## config.mk

```make
export PLATFORM = sky130hd
export DESIGN_NAME = accumulator_bank
export DESIGN_NICKNAME = d
export VERILOG_FILES = /design/src/rtl/accum_cmd_pkg.sv /design/src/rtl/accum_arith_pkg.sv /design/src/rtl/accumulator_bank.sv /design/src/rtl/command_decoder.sv /design/src/rtl/accumulator_binary.sv
export SDC_FILE = /design/constraint.sdc
export NUM_CORES = 1
export LEC_CHECK = 0
export BUFFER_PORTS_ARGS = -buffer_cell sky130_fd_sc_hd__buf_2
export CORE_AREA = 2 2 136 138
export DETAILED_ROUTE_END_ITERATION = 10
export DIE_AREA = 0 0 138 140
export PLACE_DENSITY_LB_ADDON = 0.3
export SLEW_MARGIN = 25
export SYNTH_ARGS = -nofsm -noshare
export SYNTH_HDL_FRONTEND = slang
export SYNTH_SLANG_ARGS = --single-unit
```

## constraint.sdc

```tcl
create_clock -name clock -period 3.8 [get_ports clock]
set_input_delay 0.19 -clock clock [delete_from_list [all_inputs] [get_ports clock]]
set_output_delay 0.19 -clock clock [all_outputs]
set_load 0.1 [all_outputs]
```

## src/rtl/accum_cmd_pkg.sv

```systemverilog
// accumulator command package
// describes the command interface of the accumulator bank: the width of
// the operation field and the operation codes carried on it

package accum_cmd_pkg;

    // width of the operation field of a command
    localparam int OP_WIDTH = 2;

    // the operation codes
    // a command with OP_NOP is accepted but touches no channel
    localparam logic [OP_WIDTH-1:0] OP_NOP   = 2'd0;

    // add the operand to the named channel, with wrap or saturation
    // chosen by the bank
    localparam logic [OP_WIDTH-1:0] OP_ADD   = 2'd1;

    // write the operand into the named channel and drop its overflow flag
    localparam logic [OP_WIDTH-1:0] OP_LOAD  = 2'd2;

    // put the named channel back to its initial value and drop its flag
    localparam logic [OP_WIDTH-1:0] OP_CLEAR = 2'd3;

endpackage

```

## src/rtl/accum_arith_pkg.sv

```systemverilog
// accumulator arithmetic package
// holds the default word width of the accumulator bank and the helpers
// that give the largest positive and smallest negative two's complement
// value for a word of a given width

package accum_arith_pkg;

    // default width of every accumulator channel in bits
    localparam int DEFAULT_WORD_WIDTH = 16;

    // widest word the limit helpers can describe
    // results come back sign extended to this width
    localparam int MAX_WORD_WIDTH = 64;

    // largest positive value a signed word of the given width can hold
    // for a 16 bit word this is 0x7FFF
    function automatic logic signed [MAX_WORD_WIDTH-1:0] word_max_of(input int width);
        logic signed [MAX_WORD_WIDTH-1:0] one;
        one = 1;
        return (one <<< (width - 1)) - one;
    endfunction

    // smallest negative value a signed word of the given width can hold
    // the low bits of the result are a one followed by zeros, so a 16 bit
    // slice reads as 0x8000
    function automatic logic signed [MAX_WORD_WIDTH-1:0] word_min_of(input int width);
        logic signed [MAX_WORD_WIDTH-1:0] one;
        one = 1;
        return -(one <<< (width - 1));
    endfunction

endpackage
```

## src/rtl/accumulator_bank.sv

```systemverilog
// bank of signed accumulators behind a command interface
// a registered decoder turns each command into per-channel strobes, and
// one accumulator per channel applies them, so a command shows in value
// and overflow two edges after it is sampled
// any channel is read back combinationally and all overflow flags come
// out together

`timescale 1ns/1ps

module accumulator_bank import accum_arith_pkg::*, accum_cmd_pkg::*; #(
    parameter int                    WORD_WIDTH    = DEFAULT_WORD_WIDTH,
    parameter int                    NUM_CHANNELS  = 4,
    parameter logic [WORD_WIDTH-1:0] INITIAL_VALUE = '0,
    parameter bit                    SATURATING    = 1'b0,
    localparam int                   CHAN_WIDTH    = (NUM_CHANNELS > 1) ?
                                                     $clog2(NUM_CHANNELS) : 1
) (
    input  logic                    clock,
    input  logic                    rst,
    input  logic                    cmd_valid,
    input  logic [OP_WIDTH-1:0]     cmd_op,
    input  logic [CHAN_WIDTH-1:0]   cmd_channel,
    input  logic [WORD_WIDTH-1:0]   cmd_operand,
    input  logic [CHAN_WIDTH-1:0]   read_channel,
    output logic [WORD_WIDTH-1:0]   value,
    output logic [NUM_CHANNELS-1:0] overflow
);

    logic [NUM_CHANNELS-1:0] add_strobe;
    logic [NUM_CHANNELS-1:0] load_strobe;
    logic [NUM_CHANNELS-1:0] clear_strobe;
    logic [WORD_WIDTH-1:0]   operand_q;
    logic [WORD_WIDTH-1:0]   channel_value [NUM_CHANNELS];
    logic [NUM_CHANNELS-1:0] channel_overflow;

    // first stage, the command becomes registered one-hot strobes
    command_decoder #(
        .NUM_CHANNELS (NUM_CHANNELS),
        .WORD_WIDTH   (WORD_WIDTH)
    ) u_decoder (
        .clock        (clock),
        .rst          (rst),
        .cmd_valid    (cmd_valid),
        .cmd_op       (cmd_op),
        .cmd_channel  (cmd_channel),
        .cmd_operand  (cmd_operand),
        .add_strobe   (add_strobe),
        .load_strobe  (load_strobe),
        .clear_strobe (clear_strobe),
        .operand_q    (operand_q)
    );

    // second stage, each channel applies its own strobe bit
    // the registered operand serves as both the increment and the load value
    generate
        for (genvar i = 0; i < NUM_CHANNELS; i++) begin : g_channel
            accumulator_binary #(
                .WORD_WIDTH        (WORD_WIDTH),
                .INITIAL_VALUE     (INITIAL_VALUE),
                .SATURATING        (SATURATING)
            ) u_accumulator (
                .clock             (clock),
                .rst               (rst),
                .clear             (clear_strobe[i]),
                .increment         (operand_q),
                .increment_valid   (add_strobe[i]),
                .load_value        (operand_q),
                .load_valid        (load_strobe[i]),
                .accumulated_value (channel_value[i]),
                .signed_overflow   (channel_overflow[i])
            );
        end
    endgenerate

    // read multiplexer, a channel number past the bank reads as zero
    always_comb begin
        value = '0;
        if (int'(read_channel) < NUM_CHANNELS) begin
            value = channel_value[read_channel];
        end
    end

    // every channel's flag, bit i for channel i
    assign overflow = channel_overflow;

endmodule

```

## src/rtl/command_decoder.sv

```systemverilog
// command decoder for the accumulator bank
// samples each command and turns its operation and channel into one-hot
// add, load and clear strobes, registered together with the operand
// the strobes appear one cycle after the command

`timescale 1ns/1ps

module command_decoder import accum_arith_pkg::*, accum_cmd_pkg::*; #(
    parameter int   NUM_CHANNELS = 4,
    parameter int   WORD_WIDTH   = DEFAULT_WORD_WIDTH,
    localparam int  CHAN_WIDTH   = (NUM_CHANNELS > 1) ? $clog2(NUM_CHANNELS) : 1
) (
    input  logic                    clock,
    input  logic                    rst,
    input  logic                    cmd_valid,
    input  logic [OP_WIDTH-1:0]     cmd_op,
    input  logic [CHAN_WIDTH-1:0]   cmd_channel,
    input  logic [WORD_WIDTH-1:0]   cmd_operand,
    output logic [NUM_CHANNELS-1:0] add_strobe,
    output logic [NUM_CHANNELS-1:0] load_strobe,
    output logic [NUM_CHANNELS-1:0] clear_strobe,
    output logic [WORD_WIDTH-1:0]   operand_q
);

    logic [NUM_CHANNELS-1:0] channel_onehot;
    logic [NUM_CHANNELS-1:0] add_next;
    logic [NUM_CHANNELS-1:0] load_next;
    logic [NUM_CHANNELS-1:0] clear_next;

    // a channel number past the bank shifts out of the one-hot vector and
    // leaves nothing set
    assign channel_onehot = NUM_CHANNELS'(1) << cmd_channel;

    // only one of the three vectors can carry the channel bit, since the
    // operation code picks exactly one of them
    always_comb begin
        add_next   = '0;
        load_next  = '0;
        clear_next = '0;
        if (cmd_valid) begin
            case (cmd_op)
                OP_ADD:   add_next   = channel_onehot;
                OP_LOAD:  load_next  = channel_onehot;
                OP_CLEAR: clear_next = channel_onehot;
                OP_NOP:   ;
                default:  ;
            endcase
        end
    end

    // the strobes fall to zero on reset, so no channel acts right after it
    always_ff @(posedge clock) begin
        if (rst) begin
            add_strobe   <= '0;
            load_strobe  <= '0;
            clear_strobe <= '0;
        end else begin
            add_strobe   <= add_next;
            load_strobe  <= load_next;
            clear_strobe <= clear_next;
        end
    end

    // the operand is captured with each valid command and is shared by
    // every channel alongside the strobes
    always_ff @(posedge clock) begin
        if (cmd_valid) begin
            operand_q <= cmd_operand;
        end
    end

    // the accumulators rely on never seeing two kinds of strobe together
    a_single_strobe_kind : assert property (
        @(posedge clock) disable iff (rst)
            $onehot0({|add_strobe, |load_strobe, |clear_strobe}))
        else $error("more than one strobe vector raised at once");

    // a command must name a channel that exists in the bank
    a_channel_in_range : assert property (
        @(posedge clock) disable iff (rst)
            cmd_valid |-> (int'(cmd_channel) < NUM_CHANNELS))
        else $error("command names channel %0d of %0d", cmd_channel, NUM_CHANNELS);

endmodule

```

## src/rtl/accumulator_binary.sv

```systemverilog
// signed binary accumulator
// adds an increment to a stored word in two's complement, or loads a new
// word, or clears back to INITIAL_VALUE
// signed overflow is found by rebuilding the carry into the top bit
// the word either wraps or saturates at its limits, and the overflow flag
// stays up until the next operation on this accumulator

`timescale 1ns/1ps

module accumulator_binary import accum_arith_pkg::*; #(
    parameter int                    WORD_WIDTH    = DEFAULT_WORD_WIDTH,
    parameter logic [WORD_WIDTH-1:0] INITIAL_VALUE = '0,
    parameter bit                    SATURATING    = 1'b0
) (
    input  logic                  clock,
    input  logic                  rst,
    input  logic                  clear,
    input  logic [WORD_WIDTH-1:0] increment,
    input  logic                  increment_valid,
    input  logic [WORD_WIDTH-1:0] load_value,
    input  logic                  load_valid,
    output logic [WORD_WIDTH-1:0] accumulated_value,
    output logic                  signed_overflow
);

    // the signed limits, taken from the package helpers at full width and
    // cut down to the word
    localparam logic signed [MAX_WORD_WIDTH-1:0] LIMIT_MAX = word_max_of(WORD_WIDTH);
    localparam logic signed [MAX_WORD_WIDTH-1:0] LIMIT_MIN = word_min_of(WORD_WIDTH);
    localparam logic [WORD_WIDTH-1:0] WORD_MAX = LIMIT_MAX[WORD_WIDTH-1:0];
    localparam logic [WORD_WIDTH-1:0] WORD_MIN = LIMIT_MIN[WORD_WIDTH-1:0];

    logic [WORD_WIDTH-1:0] sum;
    logic                  carry_out;
    logic                  carry_into_msb;
    logic                  overflow_detected;
    logic [WORD_WIDTH-1:0] add_result;

    // plain unsigned add, one bit wider so the carry out of the top bit
    // falls into its own signal
    always_comb begin
        {carry_out, sum} = {1'b0, accumulated_value} + {1'b0, increment};
    end

    // the sum bit of the top position is a ^ b ^ carry_in, so xoring the
    // two operand sign bits with the sum sign bit gives back the carry in
    assign carry_into_msb = accumulated_value[WORD_WIDTH-1]
                          ^ increment[WORD_WIDTH-1]
                          ^ sum[WORD_WIDTH-1];

    // a carry into the top bit that differs from the carry out of it means
    // the signed result did not fit
    // landing exactly on a limit keeps both carries equal, so no flag
    assign overflow_detected = (carry_into_msb != carry_out);

    // pick what an add writes into the register
    generate
        if (SATURATING) begin : g_saturate
            // on overflow the sign of the increment says which way we went
            // past the range: a non-negative increment ran off the top
            always_comb begin
                if (!overflow_detected) begin
                    add_result = sum;
                end else if (!increment[WORD_WIDTH-1]) begin
                    add_result = WORD_MAX;
                end else begin
                    add_result = WORD_MIN;
                end
            end

            // a saturating add that overflowed has to leave the word sitting
            // on one of the two limits on the following cycle
            property p_saturate_to_limit;
                @(posedge clock) disable iff (rst)
                    (increment_valid && !load_valid && !clear && overflow_detected)
                    |=> (accumulated_value == WORD_MAX || accumulated_value == WORD_MIN);
            endproperty

            a_saturate_to_limit : assert property (p_saturate_to_limit)
                else $error("saturating add left value %h off the limits",
                            accumulated_value);
        end else begin : g_wrap
            // wrapping mode just keeps the low bits of the sum
            always_comb begin
                add_result = sum;
            end
        end
    endgenerate

    // the value register and the overflow flag share one priority chain
    // reset and clear win, then load, then add
    // with no strobe both registers hold, which is what keeps the flag up
    // until the next operation
    always_ff @(posedge clock) begin
        if (rst || clear) begin
            accumulated_value <= INITIAL_VALUE;
            signed_overflow   <= 1'b0;
        end else if (load_valid) begin
            accumulated_value <= load_value;
            signed_overflow   <= 1'b0;
        end else if (increment_valid) begin
            accumulated_value <= add_result;
            signed_overflow   <= overflow_detected;
        end
    end

endmodule

```

==> run_results.csv <==
group,metric,value,unit
placed_design,placed_area,0.00740,mm^2
flow_run,max_cap_violations,0,
cells_and_area,multiInputGateArea,0.00476,mm^2
power,clkPwrFrac,36.2,%
synthesis,synth_top_area_share,22.8,%
cells_and_area,syn2layout_area_growth,10.2,%
power,peakVddDrop,0.201,mV
synthesis,avgSynthCellArea,8.92,um^2
synthesis,yosysUniqueCellTypes,56,
timing,post-route-min-period,2.97,ns
global_routing,antenna_found_initial,0,
routing,first_iter_violations,315,
power,seqPwrFrac,47.5,%
routing,via_count,5699,
global_routing,grt_pass1_wl,27400,um
timing,rsz0062_at_grt,"no",
critical_path,startpoint_type,"register",
synthesis,synth_edf_count,16,
cells_and_area,fillCellCount,1786,
synthesis,synth_area_leaders,"dfxtp_1 23%, ha_1 11%, edfxtp_1 6.8%, a21oi_1 6.7%, mux4_2 5.1%",
timing,finalWorstSetupSlack,0.830,ns
cts,clockRootBuffer,"clkbuf_16",
die,io_pins,45,
cells_and_area,diodes,0,
die,dieArea,0.0193,mm^2
die,core.rowCount,49,
synthesis,synth_ff_type,"dfxtp_1",
timing,hold_viol,0,
synthesis,synthArstFlopShare,0,%
placed_design,place_congestion,0.849,
critical_path,path_class,"register to register",
cts,clk_latency,0.35,ns
synthesis,yosysWarnings,0,
power,p_int,1.69,mW
cells_and_area,drive_gt1_share,12.7,%
timing,relSlewSlack,34.1,%
power,combPwrFrac,16.3,%
cells_and_area,layout.nets,908,
cts,clock_path_buffers,2,
synthesis,netlist_instances,787,
hold_path,hp-class,"primary input to register",
cts,cts_setup_buffers,0,
timing,finClkSkew,0.0105,ns
synthesis,ys_seq_area_share,29.7,%
cts,clkTransAtPathRegs,0.07,ns
cells_and_area,fin_area,0.00773,mm^2
cts,post_cts_resized,0,
timing,worstMarginPinSlew,0.987,ns
die,core_area,0.0178,mm^2
synthesis,syn_area,0.00702,mm^2
timing,setup_viol,0,
power,pwr_density_cell,306,mW/mm^2
cts,cts_buffers,9,
placed_design,dp_cells,1026,
power,power.switching,0.675,mW
global_routing,gr-total-overflow,0,
run_status,status,"completed",
die,start_util,39.5,%
routing,drtAntennaViolNets,0,
critical_path,cp-end-kind,"register",
critical_path,cp_max_fo,12,
routing,wl_per_cell,15.8,um
timing,fin_crit_sh,78.1,%
power,swShare,28.5,%
synthesis,ys_ff_latch,96,
die,dieWidth,138,um
critical_path,max_stage_delay,0.71,ns
critical_path,critPathArrivalTime,3.22,ns
synthesis,synth_most_common_cell,"a21oi_1",
routing,postRouteWirelength,16600,um
critical_path,crit_buf_inv,0,
timing,timing.final.max_slew_violations,0,
critical_path,cp_top_family,"compound AO/OA/AOI/OAI gates",
synthesis,yosysTopAreaCell,"dfxtp_1",
cts,cts_sinks,96,
routing,drtPass1Iterations,5,
critical_path,path_cells,"ha_1 -> a211oi_1 -> nor2_1 -> o21ai_0 -> o211ai_1 -> a31oi_1 -> xor2_1 -> a2111oi_2",
placed_design,place_ws,0.852,ns
routing,route.detailed.drc,0,
synthesis,yosys-top-cells-count,"94 x a21oi_1, 92 x nor2_1, 80 x dfxtp_1, 64 x ha_1, 39 x nand2_1",
power,leakage,3.20,nW
critical_path,critPathSlowestCell,"edfxtp_1",
placed_design,dp_hpwl,12600,um
critical_path,required,4.06,ns
cells_and_area,final-instance-count-excl-fill,1049,
cts,holdBufCountCts,6,
timing,max_clock_freq,0.337,GHz
synthesis,synth_nets,880,
global_routing,grt_pass1_vias,5441,
cts,cts_tree,"done",
placed_design,port_buffers,44,
routing,vias_per_cell,5.43,
timing,tns,0,ns
global_routing,grt_max_degree,35,
die,die_h,140,um
global_routing,grtUsageTotal,17.4,%
cells_and_area,ff_latch_area,0.00208,mm^2
cts,h-tree-depth,3,
## worst reg2reg max path, delay by kind of cell (launching register included)
family | cells | cell delay, ns
AOI/OAI and AO/OA | 5 | 1.58
xor gates and xnor gates | 1 | 0.12
adders and majority gates | 1 | 0.36
DFF | 1 | 0.71
and+or+nand+nor | 1 | 0.10
## cells by family (layout without fill, tap and decap cells)
logic type	count (synthesis)	count (layout)	synth area share, %
AOI/OAI and AO/OA	252	252	23.5
buffers and inverters	44	77	2.58
DFF	96	96	29.7
adders and majority gates	68	68	12.5
xor gates and xnor gates	55	55	6.86
and+or+nand+nor	230	230	15.9
muxes	42	42	8.93
## power by group through the flow
stage / registers (mW) / clock network [mW] / logic (mW)
floorplan: 1.12 / 0 / 0.315
CTS: 1.12 / 0.874 / 0.386
detailed placement: 1.14 / 0 / 0.379
finish: 1.12 / 0.857 / 0.386
global route: 1.13 / 0.918 / 0.431
global placement: 1.14 / 0 / 0.376
## final cells by class
cell class / instances / share of cell area (%)
Sequential cell: 96 / 27.0
Clock inverter: 1 / 0.0647
Clock buffer: 15 / 3.33
Timing Repair Buffer: 55 / 4.14
Multi-Input combinational cell: 647 / 61.5
Inverter: 6 / 0.291
Tap cell: 229 / 3.71
## path summary, 6_finish.rpt
path                                                              endpoint  slack (ns)  depth (start not counted)                                        from
worst max register to register  g_channel[2].u_accumulator.signed_overflow        0.83                          8                      u_decoder.operand_q[1]
worst min-delay path                                u_decoder.operand_q[9]       0.009                          1                              cmd_operand[9]
worst min register to register  g_channel[1].u_accumulator.signed_overflow        0.56                          2  g_channel[1].u_accumulator.signed_overflow
worst max-delay path            g_channel[2].u_accumulator.signed_overflow        0.83                          8                      u_decoder.operand_q[1]
## cell usage in the layout, fill, tap and decap left out, types with 21 or more instances in the layout
cell      count
a211oi_1     34
a21o_1       26
a21oi_1      94
buf_2        44
dfxtp_1      78
ha_1         64
mux2i_1      21
nand2_1      39
nor2_1       92
nor2b_1      28
o21ai_0      35
xnor2_1      31
xor2_1       24
## registers in the layout, summed over array words and instances (netlist names)
register,count
g_channel.u_accumulator.accumulated_value,64
g_channel.u_accumulator.signed_overflow,4
u_decoder.load_strobe,4
u_decoder.operand_q,16
u_decoder.add_strobe,4
u_decoder.clear_strobe,4
## metal layers
metal / wire length [um] / GRT usage (%) / vias up / share of wire, %
met5: 0 / 0 / - / 0
met4: 170 / 5.59 / 0 / 1.0
met3: 314 / 1.74 / 13 / 1.9
met2: 7510 / 28.0 / 54 / 45
met1: 8620 / 24.5 / 2653 / 52
li1: - / - / 2979 / -
## through the flow
stage	util, %	hold slack [ns]	total power, mW
after global placement	41.6	0.366	1.52
final	43.5	0.00935	2.37
after detailed placement	41.6	0.368	1.52
after CTS	43.4	0.000431	2.38
after floorplan	-	0.267	1.43
after global routing	43.5	0.00340	2.48
Power figures use the tool's default switching activity.
